## config.mk

```make
export PLATFORM = sky130hd
export DESIGN_NAME = busy_tracker
export DESIGN_NICKNAME = d
export VERILOG_FILES = /design/src/source/rs_alu_pkg.sv /design/src/source/busy_tracker.sv
export SDC_FILE = /design/constraint.sdc
export NUM_CORES = 1
export LEC_CHECK = 0
export ABC_CLOCK_PERIOD_IN_PS = 1500
export BUFFER_PORTS_ARGS = -buffer_cell sky130_fd_sc_hd__buf_2
export CORE_ASPECT_RATIO = 0.7
export CORE_MARGIN = 2
export CORE_UTILIZATION = 39
export CTS_BUF_LIST = sky130_fd_sc_hd__clkbuf_2
export CTS_CLUSTER_SIZE = 20
export DETAILED_ROUTE_END_ITERATION = 8
export GPL_TIMING_DRIVEN = 0
export PLACE_DENSITY = 0.87
export SLEW_MARGIN = 15
export SYNTH_ARGS = -nofsm -noshare
export SYNTH_HDL_FRONTEND = slang
export SYNTH_SLANG_ARGS = --single-unit
```

## constraint.sdc

```tcl
create_clock -name clk -period 1.5 [get_ports clk]
set_input_delay 0.225 -clock clk [delete_from_list [all_inputs] [get_ports clk]]
set_output_delay 0.225 -clock clk [all_outputs]
set_load 0.02 [all_outputs]
```

## src/source/rs_alu_pkg.sv

```systemverilog
package rs_alu_pkg;

  localparam int DATA_W      = 32;
  localparam int ADDR_W      = 32;
  localparam int RRF_SEL     = 6;  // Rename register tag
  localparam int SPECTAG_LEN = 5;  // One-hot branch tag
  localparam int ALU_OP_W    = 4;
  localparam int SRC_SEL_W   = 2;

  typedef logic [DATA_W-1:0]      data_t;
  typedef logic [ADDR_W-1:0]      addr_t;
  typedef logic [RRF_SEL-1:0]     rrf_tag_t;
  typedef logic [SPECTAG_LEN-1:0] spec_tag_t;
  typedef logic [ALU_OP_W-1:0]    alu_op_t;
  typedef logic [SRC_SEL_W-1:0]   src_sel_t;

  // Static part of an entry, fixed at allocation
  typedef struct packed {
    addr_t     pc;
    data_t     imm;
    rrf_tag_t  rrftag;
    logic      dstval;
    src_sel_t  src_a;
    src_sel_t  src_b;
    alu_op_t   alu_op;
    spec_tag_t spectag;
  } rs_payload_t;

  // Value when valid, else rename tag in the low bits
  typedef struct packed {
    logic  valid;
    data_t val;
  } operand_t;

  typedef struct packed {
    rs_payload_t payload;
    operand_t    src1;
    operand_t    src2;
  } alloc_t;

  typedef struct packed {
    data_t src1;
    data_t src2;
  } operand_pair_t;

  typedef struct packed {
    data_t    data;
    rrf_tag_t dst;
    logic     kill;  // Result from a squashed path
  } result_bus_t;

endpackage

```

## src/source/busy_tracker.sv

```systemverilog
module busy_tracker
  import rs_alu_pkg::*;
#(
  parameter int ENT_NUM = 8,
  localparam int ENT_SEL = $clog2(ENT_NUM)
) (
  input  logic               clk,
  input  logic               reset,
  input  logic               we1,
  input  logic               we2,
  input  logic [ENT_SEL-1:0] waddr1,
  input  logic [ENT_SEL-1:0] waddr2,
  input  logic               clearbusy,
  input  logic [ENT_SEL-1:0] issueaddr,
  input  logic               prmiss,
  input  spec_tag_t          specfixtag,
  input  spec_tag_t          spectags [ENT_NUM],
  output logic [ENT_NUM-1:0] busyvec
);

  logic [ENT_NUM-1:0] survive;

  // Entries not under the mispredicted branch
  always_comb begin
    for (int i = 0; i < ENT_NUM; i++) begin
      survive[i] = (spectags[i] & specfixtag) == '0;
    end
  end

  always_ff @(posedge clk) begin
    if (reset) begin
      busyvec <= '0;
    end else if (prmiss) begin
      busyvec <= busyvec & survive;  // New allocations dropped too
    end else begin
      if (we1) busyvec[waddr1] <= 1'b1;
      if (we2) busyvec[waddr2] <= 1'b1;
      if (clearbusy) busyvec[issueaddr] <= 1'b0;
    end
  end

  // Scheduler may only issue from an occupied entry
  assert property (@(posedge clk) disable iff (reset) clearbusy |-> busyvec[issueaddr])
    else $error("busy_tracker: issue from idle entry %0d", issueaddr);

endmodule

```

==> results.json, run 1 <==
{
  "antennaDiodeCount": 0,
  "ant_nets": 0,
  "layout.nets": 224,
  "vias": 1127,
  "ys_seq_elements": 8,
  "cp_slowest_cell": "or3b_1",
  "grt_pass1_vias": 1070,
  "switching_share_pct": 35.5,
  "hold_slack_ns": 0.197,
  "largest_reg_flops": 8,
  "min_period_over_period_pct": 72.6,
  "cts_setup_buffers": 0,
  "area_growth_pct": 44.7,
  "min_path_type": "in -> reg",
  "grt_pass1_wl_um": 4700,
  "p_int_uw": 392,
  "critical_path_class": "in -> reg",
  "crit_buf_inv": 2,
  "final-hold-violation-count": 0,
  "avgSynthCellArea_um2": 8.14,
  "path_clk_slew_ns": 0.09,
  "power_frac_seq_pct": 37.0,
  "detail_route.vias_per_cell": 6.13,
  "synth_cells": 97,
  "fin_area_mm2": 0.00114,
  "drcViolationCount": 0,
  "outcome": "finished clean",
  "grt_use_total_pct": 24.8,
  "wl_um": 3000,
  "mostFrequentLayoutCells": "66 x buf_2, 14 x a22oi_1, 9 x nand2_1",
  "worst_pin_slew_ns": 0.409,
  "setup_violations": 0,
  "antenna_found_initial": 0,
  "std_cell_rows": 13,
  "cts_resized": 0,
  "rsz0062_at_grt": "false",
  "overflow": 0,
  "worst_path_dominant_cell_family": "compound AO/OA/AOI/OAI gates",
  "switchingPower_uw": 216,
  "ctsHoldBuffers": 0,
  "cp.required_ns": 1.63,
  "crit_arrival_ns": 1.22,
  "clk-insertion-delay-late_ns": 0.25,
  "h-tree-depth": 1,
  "fp.dieW_um": 57.8,
  "top_level_ports": 68,
  "start_util_pct": 41.8,
  "synth.top_cells.by_area": "dfxtp_1 20%, a22oi_1 13%, nand3b_1 7.6%",
  "slew_headroom_pct": 72.6,
  "yosysTopAreaCell": "dfxtp_1",
  "wl_per_cell_um": 16.3,
  "post_dp_cell_area_mm2": 0.00113,
  "start_kind": "input pin",
  "pwr-share-clk_pct": 23.7,
  "cts_tree": "done",
  "portBuffers": 62,
  "dieArea_mm2": 0.00241,
  "syn_area_um2": 790,
  "cap_violations": 0,
  "drive_gt1_share_pct": 45.1,
  "skew_ns": 0,
  "fp.dieH_um": 41.6,
  "cp_common_cell": "buf_2",
  "clockBufferDepth": 2,
  "cp_cell_sequence": "buf_2, or3b_1, buf_2, o311ai_1, o22ai_1",
  "root_buffer": "clkbuf_2",
  "syn_nets": 157,
  "pwr-share-comb_pct": 39.3,
  "cts_sinks": 8,
  "crit_path_end_kind": "flop",
  "fmax_ghz": 0.919,
  "gp_congestion": 0.800,
  "dp_cells": 181,
  "yosysSeqAreaShare_pct": 20.3,
  "synth_cell_type_count": 28,
  "hpwlAfterDp_um": 2370,
  "synth_top_area_share_pct": 20.3,
  "drv_slew": 0,
  "layout.cells.non_filler": 184,
  "max_stage_delay_ns": 0.35,
  "critPathMaxFanout": 8,
  "finalCriticalPeriod_ns": 1.09,
  "dr.first_iter.drc_count": 66,
  "peakVddDrop_mv": 0.450,
  "layout_commonest_cell": "buf_2",
  "dr.pass1.iters": 4,
  "tns_ns": 0,
  "synth_warnings": 0,
  "core_area_mm2": 0.00189,
  "grt_start_max_net_pins": 10,
  "top_register": "busyvec",
  "p_per_area_mw_per_mm2": 533,
  "cts_buffers": 3,
  "p_leak_uw": 0.000536,
  "reg_top3": "busyvec (8)"
}
## synth_stat cells, drive strengths merged
library cell  count
nand2             9
o21ai             5
or3b              1
dfxtp             8
o22ai             7
buf               6
o311ai            2
nor2              3
a41o              1
nand3b            8
o31ai             2
nor3              2
a211oi            1
nand2b            2
a2111oi           1
a41oi             1
nor4b             1
nor4bb            3
nand4             1
o211ai            5
inv               2
a22oi            16
and4b             5
and2b             1
a311oi            4
## power by group through the flow
stage	combinational, uW	clock (uW)	sequential (uW)
after floorplan	106	0	237
after global placement	225	0	230
after detailed placement	234	0	230
after CTS	236	147	225
after global routing	261	155	226
final	239	144	225
## per-layer routing
metal	vias to the layer above	GRT usage (%)	wire [um]
li1	541	-	-
met1	532	30.4	1180
met2	48	44.1	1530
met3	6	6.54	258
met4	0	3.26	34
met5	-	0	0
## path summary, 6_finish.rpt
path	endpoint	start	depth (start not counted)	slack (ns)
max reg2reg	busyvec[5]	busyvec[5]	2	0.53
min	busyvec[5]	prmiss	2	0.20
max	busyvec[0]	issueaddr[0]	5	0.41
min reg2reg	busyvec[5]	busyvec[5]	2	0.53
## layout make-up
cell class                      count  area (um2)
Fill cell                         188         744
Multi-Input combinational cell     81         579
Timing Repair Buffer               62         310
Sequential cell                     8         160
Buffer                              6        42.5
Tap cell                           22        27.5
Clock buffer                        3        15.0
Inverter                            2        7.51
## metrics by stage
stage | utilization, % | worst slack, ns | total power (uW)
floorplan | - | 0.336 | 343
global placement | 59.7 | 0.152 | 454
detailed placement | 59.7 | 0.142 | 464
CTS | 60.5 | 0.412 | 608
global route | 60.5 | 0.363 | 642
finish | 60.5 | 0.412 | 609
## cells by family (layout without fill, tap and decap cells)
group / count (synthesis) / count (layout) / share of synthesized area, %
buf+inv: 8 / 73 / 6.34
flops: 8 / 8 / 20.3
compound gates: 45 / 45 / 43.1
simple gates: 36 / 36 / 30.3
No activity file was read; power rests on OpenSTA's default activity.
==> run 2, diff against run 1 <==
- ABC_CLOCK_PERIOD_IN_PS: 1500 -> 1000
- CORE_UTILIZATION: 39 -> 35
- PLACE_DENSITY: 0.87 -> 0.83
- clock period: 1.5 -> 1 ns (I/O delays scaled with it)
==> run 2 against run 1 <==
Critical path type unchanged. Die area is 10% higher. Utilization down 5.6 points. Critical endpoint unchanged. Sequential share of layout area shrank 0.39 points. Via count is 1.8% higher. Largest cell class unchanged. Critical path depth did not move. Clock power rose by 44%. Global-route usage shrank 0.77 points. Non-clock buffer count unchanged.
==> results.json, run 2 (synthesized netlist as in run 1, its figures left out) <==
{
  "portBuffers": 62,
  "layout.nets": 224,
  "grt_use_total_pct": 24.0,
  "rsz0062_at_grt": "false",
  "max_stage_delay_ns": 0.33,
  "power_frac_seq_pct": 37.1,
  "start_util_pct": 36.9,
  "core_area_mm2": 0.00214,
  "hpwlAfterDp_um": 2400,
  "critical_path_class": "in -> reg",
  "p_leak_uw": 0.000537,
  "cts_tree": "done",
  "tns_ns": 0,
  "crit_buf_inv": 2,
  "finalCriticalPeriod_ns": 0.983,
  "skew_ns": 0,
  "drv_slew": 0,
  "switching_share_pct": 34.9,
  "peakVddDrop_mv": 0.277,
  "switchingPower_uw": 317,
  "fmax_ghz": 1.02,
  "antenna_found_initial": 0,
  "grt_pass1_vias": 1048,
  "power_uw": 909,
  "dp_cells": 191,
  "min_period_over_period_pct": 98.3,
  "wl_per_cell_um": 15.1,
  "p_int_uw": 592,
  "cp_common_cell": "buf_2",
  "top_level_ports": 68,
  "layout_commonest_cell": "buf_2",
  "dr.first_iter.drc_count": 81,
  "crit_path_end_kind": "flop",
  "cts_sinks": 8,
  "wl_um": 2930,
  "area_growth_pct": 48.8,
  "post-route-util_pct": 55.0,
  "path_clk_slew_ns": 0.08,
  "h-tree-depth": 1,
  "crit_arrival_ns": 1.11,
  "ctsHoldBuffers": 0,
  "final-hold-violation-count": 0,
  "grt_pass1_wl_um": 4740,
  "fill_cells": 217,
  "reg_top3": "busyvec (8)",
  "detail_route.vias_per_cell": 5.91,
  "drive_gt1_share_pct": 46.9,
  "pwr-share-clk_pct": 22.9,
  "mostFrequentLayoutCells": "66 x buf_2, 14 x a22oi_1, 9 x nand2_1",
  "cap_violations": 0,
  "vias": 1147,
  "p_per_area_mw_per_mm2": 774,
  "antennaDiodeCount": 0,
  "largest_reg_flops": 8,
  "top_register": "busyvec",
  "gp_congestion": 0.792,
  "overflow": 0,
  "cts_buffers": 3,
  "clk-insertion-delay-late_ns": 0.25,
  "worst_pin_slew_ns": 0.388,
  "dieArea_mm2": 0.00266,
  "seqCellArea_um2": 160,
  "cp.required_ns": 1.13,
  "critPathMaxFanout": 8,
  "clockBufferDepth": 2,
  "slew_headroom_pct": 74.1,
  "root_buffer": "clkbuf_2",
  "worst_path_dominant_cell_family": "simple AND/OR/NAND/NOR gates",
  "cp_cell_sequence": "buf_2, or3b_1, buf_2, o311ai_2, o22ai_1",
  "multi_input_area_um2": 599,
  "pwr-share-comb_pct": 40.0,
  "layout.cells.non_filler": 194,
  "std_cell_rows": 14,
  "outcome": "finished clean",
  "drcViolationCount": 0,
  "fp.dieH_um": 43.7,
  "min_path_type": "in -> reg",
  "cp_slowest_cell": "or3b_1",
  "fp.dieW_um": 60.8,
  "grt_start_max_net_pins": 10,
  "ant_nets": 0,
  "dr.pass1.iters": 4,
  "setup_violations": 0,
  "cts_setup_buffers": 0,
  "start_kind": "input pin"
}
## run 2: cell counts in the layout (fill, tap and decap cells not counted)
No cell type changed its count.
## run 2: final timing paths
check                  start    endpoint  slack (ns)  cells after the start
setup / recovery      prmiss  busyvec[0]        0.02                      5
hold / removal        prmiss  busyvec[5]        0.13                      2
setup reg to reg  busyvec[7]  busyvec[7]        0.08                      3
hold reg to reg   busyvec[0]  busyvec[0]        0.53                      2
## run 2: cell type report
type / instances / share of cell area [%]
plain buffers: 6 / 3.62
clock buffers: 3 / 1.28
inverters: 2 / 0.639
multi-input cells: 81 / 51.0
flip-flops and latches: 8 / 13.6
well taps: 32 / 3.41
repair buffers: 62 / 26.4
## run 2: power groups by stage
stage | Clock (uW) | Sequential (uW) | Combinational, uW
finish | 208 | 337 | 364
floorplan | 0 | 356 | 159
global route | 226 | 339 | 401
CTS | 211 | 337 | 355
detailed placement | 0 | 345 | 350
global placement | 0 | 345 | 339
## run 2: metrics by stage
| step | worst slack [ns] | instance area, um2 | hold WS (ns) |
|---|---|---|---|
| after floorplan | -0.0891 | 790 | 0.227 |
| after global placement | -0.278 | 1140 | 0.381 |
| after detailed placement | -0.288 | 1140 | 0.383 |
| after CTS | 0.0251 | 1160 | 0.116 |
| after global routing | 0.00142 | 1170 | 0.124 |
| final | 0.0169 | 1170 | 0.127 |
## run 2: metal layers
metal | part of all wire (%) | vias up | global-route usage (%)
met2 | 50 | 57 | 39.8
li1 | - | 541 | -
met4 | 2.4 | 0 | 7.39
met1 | 42 | 541 | 30.9
met3 | 6.3 | 8 | 5.67
met5 | 0 | - | 0
## run 2: timing repair
item / 4_1_cts / 5_1_grt
hold endpoints to repair: 0 / 0
gates resized for setup: 1 / 2
cloned: 0 / 0
endpoints found under the setup margin: 1 / 2
## run 2: worst reg2reg max path, cell delays in order (launching register included)
cell and delay, ns:
dfxtp_1 0.33, a41o_1 0.21, a41oi_2 0.16, o22ai_1 0.10
