File: config.mk
export PLATFORM = sky130hd
export DESIGN_NAME = rs_entry
export DESIGN_NICKNAME = d
export VERILOG_FILES = /design/src/source/rs_alu_pkg.sv /design/src/source/operand_wakeup.sv /design/src/source/rs_entry.sv
export SDC_FILE = /design/constraint.sdc
export NUM_CORES = 1
export LEC_CHECK = 0
export BUFFER_PORTS_ARGS = -buffer_cell sky130_fd_sc_hd__buf_2
export CAP_MARGIN = 40
export CORE_AREA = 2 2 192 194
export CTS_BUF_LIST = sky130_fd_sc_hd__clkbuf_16
export DETAILED_ROUTE_END_ITERATION = 12
export DIE_AREA = 0 0 194 196
export GPL_ROUTABILITY_DRIVEN = 0
export PLACE_DENSITY = 0.62
export SLEW_MARGIN = 0
export SYNTH_ARGS = -nofsm -noshare
export SYNTH_HDL_FRONTEND = slang
export SYNTH_SLANG_ARGS = --single-unit
File: constraint.sdc
create_clock -name clk -period 3.3 [get_ports clk]
set_clock_uncertainty 0.1 [all_clocks]
set_input_delay 0.165 -clock clk [delete_from_list [all_inputs] [get_ports clk]]
set_output_delay 0.165 -clock clk [all_outputs]
set_load 0.005 [all_outputs]
File: src/source/rs_alu_pkg.sv
package rs_alu_pkg;

  localparam int DATA_W      = 32;
  localparam int ADDR_W      = 32;
  localparam int RRF_SEL     = 6;  // Rename register tag
  localparam int SPECTAG_LEN = 5;  // One-hot branch tag
  localparam int ALU_OP_W    = 4;
  localparam int SRC_SEL_W   = 2;

  typedef logic [DATA_W-1:0]      data_t;
  typedef logic [ADDR_W-1:0]      addr_t;
  typedef logic [RRF_SEL-1:0]     rrf_tag_t;
  typedef logic [SPECTAG_LEN-1:0] spec_tag_t;
  typedef logic [ALU_OP_W-1:0]    alu_op_t;
  typedef logic [SRC_SEL_W-1:0]   src_sel_t;

  // Static part of an entry, fixed at allocation
  typedef struct packed {
    addr_t     pc;
    data_t     imm;
    rrf_tag_t  rrftag;
    logic      dstval;
    src_sel_t  src_a;
    src_sel_t  src_b;
    alu_op_t   alu_op;
    spec_tag_t spectag;
  } rs_payload_t;

  // Value when valid, else rename tag in the low bits
  typedef struct packed {
    logic  valid;
    data_t val;
  } operand_t;

  typedef struct packed {
    rs_payload_t payload;
    operand_t    src1;
    operand_t    src2;
  } alloc_t;

  typedef struct packed {
    data_t src1;
    data_t src2;
  } operand_pair_t;

  typedef struct packed {
    data_t    data;
    rrf_tag_t dst;
    logic     kill;  // Result from a squashed path
  } result_bus_t;

endpackage

File: src/source/operand_wakeup.sv
module operand_wakeup
  import rs_alu_pkg::*;
#(
  parameter int NUM_RESULT = 5
) (
  input  operand_t    opr,
  input  result_bus_t results [NUM_RESULT],
  output operand_t    next_opr
);

  always_comb begin
    next_opr = opr;
    if (!opr.valid) begin
      for (int i = 0; i < NUM_RESULT; i++) begin
        // Killed results never wake anything
        if (!results[i].kill && (results[i].dst == opr.val[RRF_SEL-1:0])) begin
          next_opr.val   = results[i].data;
          next_opr.valid = 1'b1;
        end
      end
    end
  end

endmodule

File: src/source/rs_entry.sv
module rs_entry
  import rs_alu_pkg::*;
#(
  parameter int NUM_RESULT = 5
) (
  input  logic          clk,
  input  logic          reset,
  input  logic          we,
  input  alloc_t        wdata,
  input  result_bus_t   results [NUM_RESULT],
  output rs_payload_t   payload,
  output operand_pair_t operands,
  output logic          valid1,
  output logic          valid2
);

  data_t    src1;
  data_t    src2;
  operand_t opr1;
  operand_t opr2;
  operand_t next_opr1;
  operand_t next_opr2;

  assign opr1 = '{valid: valid1, val: src1};
  assign opr2 = '{valid: valid2, val: src2};

  operand_wakeup #(
    .NUM_RESULT(NUM_RESULT)
  ) i_wakeup1 (
    .opr     (opr1),
    .results (results),
    .next_opr(next_opr1)
  );

  operand_wakeup #(
    .NUM_RESULT(NUM_RESULT)
  ) i_wakeup2 (
    .opr     (opr2),
    .results (results),
    .next_opr(next_opr2)
  );

  // Value woken this cycle goes straight out
  assign operands.src1 = next_opr1.val;
  assign operands.src2 = next_opr2.val;

  always_ff @(posedge clk) begin
    if (reset) begin
      valid1 <= 1'b0;
      valid2 <= 1'b0;
    end else if (we) begin
      valid1 <= wdata.src1.valid;
      valid2 <= wdata.src2.valid;
    end else begin
      valid1 <= next_opr1.valid;
      valid2 <= next_opr2.valid;
    end
  end

  always_ff @(posedge clk) begin
    if (we) begin
      payload <= wdata.payload;
      src1    <= wdata.src1.val;
      src2    <= wdata.src2.val;
    end else begin
      src1 <= next_opr1.val;  // Tag stays until wakeup
      src2 <= next_opr2.val;
    end
  end

endmodule

==> results.json, run 1 <==
{
  "outcome": "completed",
  "drc": 0,
  "worst_pin_slew_ps": 903.8,
  "path_max_fanout": 18,
  "irDropWorstVdd_mv": 0.4030,
  "cpMostUsedCell": "buf_4",
  "ys.flop_type": "edfxtp_1",
  "grt_start_max_net_pins": 103,
  "area_delta_synth_final_pct": 48.66,
  "critPathLaunch": "src1[1]$_DFF_P_",
  "wl_per_cell_um": 26.68,
  "port_buffers": 497,
  "relSlewSlack": 0.3975,
  "synth_warnings": 0,
  "pre_cts_ws_ps": 296.3,
  "clock_path_buffers": 2,
  "synth_enable_flop_cells": 84,
  "drt_iter0_markers": 1435,
  "grt_pass1_vias": 14020,
  "synthXorXnorAreaFrac": 0.04891,
  "finalWirelength_um": 62650,
  "clock_sinks": 150,
  "netlist_area_um2": 11210,
  "crit_arrival_ps": 2990,
  "dr.pass1.iters": 8,
  "start_util": 0.3105,
  "cp-end-kind": "primary output",
  "synthCells": 1254,
  "io_pins": 498,
  "place_area_um2": 14290,
  "synth_cell_type_count": 64,
  "synth.mux.area_fraction": 0.005360,
  "htreeDepth": 4,
  "power.leakage_nw": 6.964,
  "grt_usage": 0.3155,
  "worst_r2r_startpoint": "src2[1]$_DFF_P_",
  "hpwlAfterDp_um": 44630,
  "synth.avg_cell_area_um2": 8.936,
  "die_h_um": 196,
  "async_flop_share": 0,
  "final_cell_area_um2": 16660,
  "critPathBufInv": 3,
  "die_x_um": 194,
  "clock_latency_ps": 460,
  "cp_cell_sequence": "xor2_1 -> or4_4 -> buf_4 -> nor2_4 -> buf_4 -> a2111oi_0 -> a221oi_2 -> nor2_1 -> buf_2",
  "numCtsBuffers": 17,
  "layout-drive-gt1-share": 0.4043,
  "synthSimpleGateAreaFrac": 0.2285,
  "viasPerCell": 5.989,
  "grt_pass1_wl_um": 88950,
  "cp-start-kind": "flip-flop",
  "cts_tree": "built",
  "cts.clk_slew.worst_paths_ps": 80,
  "route.vias.total": 14060,
  "setup_slack_ps": 47.08,
  "ys_ff_latch": 150,
  "synth_top_family_by_area": "compound AO/OA/AOI/OAI gates",
  "ant_nets": 0,
  "core_um2": 36080,
  "crit_family": "compound AO/OA/AOI/OAI gates",
  "path_class": "reg -> out",
  "cellPowerDensity_nw_per_um2": 407.7,
  "min_from": "results[12]",
  "grt_overflow": 0,
  "setup_viol": 0,
  "crit_required_ps": 3030,
  "cap_violations": 0,
  "cts_root_buf": "clkbuf_16",
  "min_period_ps": 3253,
  "hp-class": "in -> reg",
  "max_freq_mhz": 307.4,
  "slowest_stage": "a2111oi_0",
  "synth_fp_nets": 1602,
  "cp_slowest_stage_delay_ps": 610,
  "nets": 2205,
  "antenna_found_initial": 16,
  "final-hold-violation-count": 0,
  "slew_viol_final": 0,
  "synth_compound_area_frac": 0.2960,
  "finalCritPeriodShare": 0.9857,
  "synthAdderAreaFrac": 0,
  "synth-seq-area-share": 0.3430,
  "num_rows": 70,
  "die_area_um2": 38020
}
-- worst paths after layout --
path	endpoint	slack (ps)	depth (start not counted)
max	operands[41]	50	9
min reg2reg	src1[19]$_DFF_P_	450	2
max reg2reg	src2[13]$_DFF_P_	250	8
min	src2[5]$_DFF_P_	20	3
-- power by group --
part / leakage [nW] / total, W / internal, W / switching, W
Combinational: 5.31 / 0.00248 / 0.00104 / 0.00145
Sequential: 1.38 / 0.00233 / 0.00219 / 0.000139
Clock: 0.279 / 0.00199 / 0.00106 / 0.000928
Total: 6.96 / 0.00679 / 0.00428 / 0.00251
-- sequential cells by signal (all words and copies together), names as in the netlist --
name,cells
payload,84
src2,32
valid1,1
src1,32
valid2,1
-- metal layers --
metal / up-vias / global-route usage / part of all wire
met3: 261 / 0.08114 / 0.10
li1: 6072 / - / -
met1: 6600 / 0.3666 / 0.36
met2: 1119 / 0.5411 / 0.48
met4: 10 / 0.1532 / 0.055
met5: - / 0 / 0.00093
-- Yosys cell counts, types with 10 or more instances --
cell type	instances	area share
dfxtp_1	66	0.12
and3_1	30	0.017
xnor2_1	30	0.023
a221oi_2	13	0.017
o31ai_1	29	0.019
nor2_1	122	0.041
a22oi_2	20	0.022
a21oi_1	14	0.0063
o31ai_2	23	0.026
a31oi_1	14	0.0078
nand2b_1	32	0.018
o221ai_2	35	0.047
a311oi_1	10	0.0078
xor2_1	27	0.021
nor3_1	54	0.024
or3_1	47	0.026
buf_6	15	0.015
a221oi_1	12	0.0094
nand3_1	58	0.026
buf_2	26	0.012
clkbuf_1	91	0.030
edfxtp_1	84	0.23
nand2_1	72	0.024
o41ai_1	25	0.020
nor4_1	64	0.036
inv_1	47	0.016
o221ai_1	20	0.016
o32a_1	15	0.013
o21ai_0	31	0.014
a211o_1	30	0.023
-- kinds of logic (layout without fill, tap and decap cells) --
kind of cell	after synthesis	in the layout
flip-flops	150	150
AO/OA/AOI/OAI	348	348
other	0	10
XOR/XNOR	60	60
buffers and inverters	189	805
multiplexers	6	6
AND/OR/NAND/NOR	501	501
-- area by class of cell --
cell class	instances	area, µm²
antenna	10	25.02
clock buffer	17	425.4
clock inverter	15	143.9
fill	3508	19430
inverter	48	180.2
multi-input combinational	915	6688
sequential	150	3859
tap	468	585.6
timing repair buffer	725	4752
-- metrics by stage --
step | util | total power [W] | hold slack (ps) | cells | TNS [ps]
3_3_place_gp | 0.3956 | 0.004546 | 242.3 | 2146 | 0
5_1_grt | 0.4614 | 0.007070 | 20.14 | 2344 | -9.591
6_report | 0.4617 | 0.006792 | 16.37 | 2348 | 0
3_5_place_dp | 0.3960 | 0.004578 | 243.3 | 2147 | 0
2_1_floorplan | - | 0.003478 | 137.1 | 1254 | 0
4_1_cts | 0.4564 | 0.006742 | 6.988 | 2335 | 0
-- placed cells by master, fill, tap and decap left out, types with 31 or more instances in the layout --
cell             n
buf_2          496
dlygate4sd3_1  154
nor2_1         118
edfxtp_1        84
nand2_1         71
nor4_1          64
buf_4           59
dfxtp_1         56
nand3_1         54
nor3_1          51
inv_1           47
or3_1           47
o221ai_2        35
nand2b_1        32
o21ai_0         31
-- worst register-to-register path, cell delays in order (launching register included) --
cell and delay [ps]:
dfxtp_2 360, xor2_1 170, or4_4 570, o211ai_4 340
bufbuf_16 410, o221ai_1 150, o21ai_1 150, a31oi_1 100
dlygate4sd3_1 590
-- what timing repair did --
item,in CTS,in global routing
setup buffers,1,3
cloned,1,0
pin swaps,1,5
hold buffers,154,0
resized for setup,10,31
hold endpoints to repair,150,0
setup endpoints to repair,46,57
Power figures use the tool's default switching activity.
==> inputs of run 2 (changes only) <==
ABC_AREA = 1   (was default)
CORE_AREA = 2 2 194 196   (was 2 2 192 194)
DIE_AREA = 0 0 196 198   (was 0 0 194 196)
PLACE_DENSITY = 0.6   (was 0.62)
SLEW_MARGIN = default   (was 0)
==> results.json, run 2 <==
{
  "final_cell_area_um2": 16330,
  "max_freq_mhz": 317.9,
  "cellPowerDensity_nw_per_um2": 402.9,
  "die_x_um": 196,
  "irDropWorstVdd_mv": 0.3381,
  "largestRegisters": "payload (84), src1 (32), src2 (32)",
  "p_int_w": 0.004236,
  "seq_power_share": 0.348,
  "io_pins": 498,
  "synth_top_cell_area_share": 0.2647,
  "cts_root_buf": "clkbuf_16",
  "grt_pass1_wl_um": 79020,
  "slew_viol_final": 0,
  "viasPerCell": 4.875,
  "synth_enable_flop_cells": 84,
  "largest_reg_flops": 84,
  "ant_nets": 0,
  "path_class": "reg -> out",
  "ys.flop_type": "edfxtp_1",
  "ys_ff_latch": 150,
  "wl_per_cell_um": 18.68,
  "synth_cell_type_count": 33,
  "grt_usage": 0.2711,
  "clock_latency_ps": 430,
  "fin_hold_ws_ps": 13.03,
  "yosysMostFrequentCell": "nand2_1",
  "synth-seq-area-share": 0.3552,
  "route.vias.total": 14160,
  "layout_commonest_cell": "nand2_1",
  "crit_required_ps": 3030,
  "start_util": 0.2928,
  "port_buffers": 497,
  "instances_no_fill": 2904,
  "hpwlAfterDp_um": 40100,
  "cts.clk_slew.worst_paths_ps": 80,
  "p_sw_frac": 0.3562,
  "post-synth-top-area-cell": "nand2_1",
  "grt_overflow": 0,
  "synthCells": 1768,
  "synth.avg_cell_area_um2": 6.120,
  "synth_fp_nets": 2116,
  "place_area_um2": 13900,
  "final-hold-violation-count": 0,
  "die_h_um": 198,
  "finalWirelength_um": 54250,
  "numCtsBuffers": 17,
  "largest_register": "payload",
  "p_switching_w": 0.002344,
  "rsz0062_at_grt": "no",
  "clock_sinks": 150,
  "p_clk_frac": 0.311,
  "cp-start-kind": "flip-flop",
  "min_from": "we",
  "die_area_um2": 38810,
  "power.leakage_nw": 8.991,
  "area_delta_synth_final_pct": 50.94,
  "outcome": "completed",
  "mostFrequentLayoutCells": "758 x nand2_1, 496 x buf_2, 208 x nor2_1",
  "layout-drive-gt1-share": 0.2486,
  "num_rows": 71,
  "grt_pass1_vias": 13740,
  "synth_warnings": 0,
  "ys_top_cells_by_count": "763 x nand2_1, 211 x nor2_1, 193 x inv_1, 108 x nand3_1, 84 x edfxtp_1",
  "htreeDepth": 4,
  "core_um2": 36960,
  "drt_iter0_markers": 1037,
  "cap_violations": 0,
  "dr.pass1.iters": 6,
  "netlist_area_um2": 10820,
  "setup_viol": 0,
  "cp-end-kind": "primary output",
  "fin_util": 0.4419,
  "grt_start_max_net_pins": 108,
  "hp-class": "in -> reg",
  "path_max_fanout": 32,
  "worst_r2r_startpoint": "src2[5]$_DFF_P_",
  "pwr-share-comb": 0.341,
  "worst_pin_slew_ps": 657.3,
  "async_flop_share": 0,
  "tns_ps": 0,
  "nFillCells": 3820,
  "critPathLaunch": "src1[1]$_DFF_P_",
  "relSlewSlack": 0.5618,
  "clock_path_buffers": 2,
  "nets": 2753,
  "cts_tree": "built",
  "min_period_ps": 3146,
  "drc": 0,
  "synthTopCellsByArea": "nand2_1 26%, edfxtp_1 23%, dfxtp_1 12%",
  "finalCritPeriodShare": 0.9533,
  "crit_arrival_ps": 2880,
  "antenna_found_initial": 12,
  "placed_cells": 2683
}
## run 2: cells by family after synthesis
family,Yosys count,synth area share
AND/OR/NAND/NOR,1129,0.4210
buffers and inverters,297,0.1090
flip-flops,150,0.3552
XOR/XNOR,7,0.005666
AO/OA/AOI/OAI,185,0.1090
## run 2: worst max-delay path: stages, from the launching register on
cell	delay (ps)
dfxtp_1	500
inv_2	150
nand2_1	90
nand4_1	80
nor2_1	90
nand3_1	280
inv_2	130
buf_4	420
nand2_1	100
nand2_1	70
inv_1	50
a21boi_1	290
buf_2	180
## run 2: path summary, 6_finish.rpt
kind,to,slack [ps],cells past startpoint
setup reg to reg,src2[21]$_DFF_P_,340,11
hold reg to reg,src1[14]$_DFF_P_,470,4
setup / recovery,operands[35],150,12
hold / removal,src1[28]$_DFF_P_,10,3
## run 2: metal layers
metal  vias up  wire length (µm)  track usage
li1       6796                 -            -
met1      6397             20170       0.3059
met2       796             26900       0.4796
met3       162              4701      0.05416
met4         6              2439       0.1518
met5         -                45            0
## run 2: cell type report
| class | instances | area [µm²] | share of cell area |
|---|---|---|---|
| Multi-Input combinational cell | 1321 | 5854 | 0.3585 |
| Tap cell | 474 | 593.1 | 0.03631 |
| Inverter | 209 | 787.0 | 0.04819 |
| Timing Repair Buffer | 706 | 4632 | 0.2836 |
| Antenna cell | 12 | 30.03 | 0.001839 |
| Clock inverter | 15 | 161.4 | 0.009883 |
| Sequential cell | 150 | 3849 | 0.2357 |
| Clock buffer | 17 | 425.4 | 0.02605 |
## run 2: repair_timing
item	4_1_cts	5_1_grt
pin swaps	0	1
setup endpoints to repair	18	36
buffers inserted	0	2
hold buffers	175	0
hold endpoints to repair	150	0
resized for setup	2	6
## run 2: metrics by stage
stage                     total power, W  setup slack, ps
after floorplan                 0.003393             1508
after detailed placement        0.004329            346.2
final                           0.006580            153.9
after global routing            0.006961            9.891
after CTS                       0.006613            59.95
after global placement          0.004298            296.8
## run 2: power by group through the flow
stage / Sequential (W) / Combinational (W) / Clock [W]
CTS: 0.00229 / 0.00222 / 0.00211
detailed placement: 0.00233 / 0.00200 / 0
finish: 0.00229 / 0.00224 / 0.00205
global route: 0.00231 / 0.00249 / 0.00216
floorplan: 0.00230 / 0.00109 / 0
global placement: 0.00232 / 0.00197 / 0
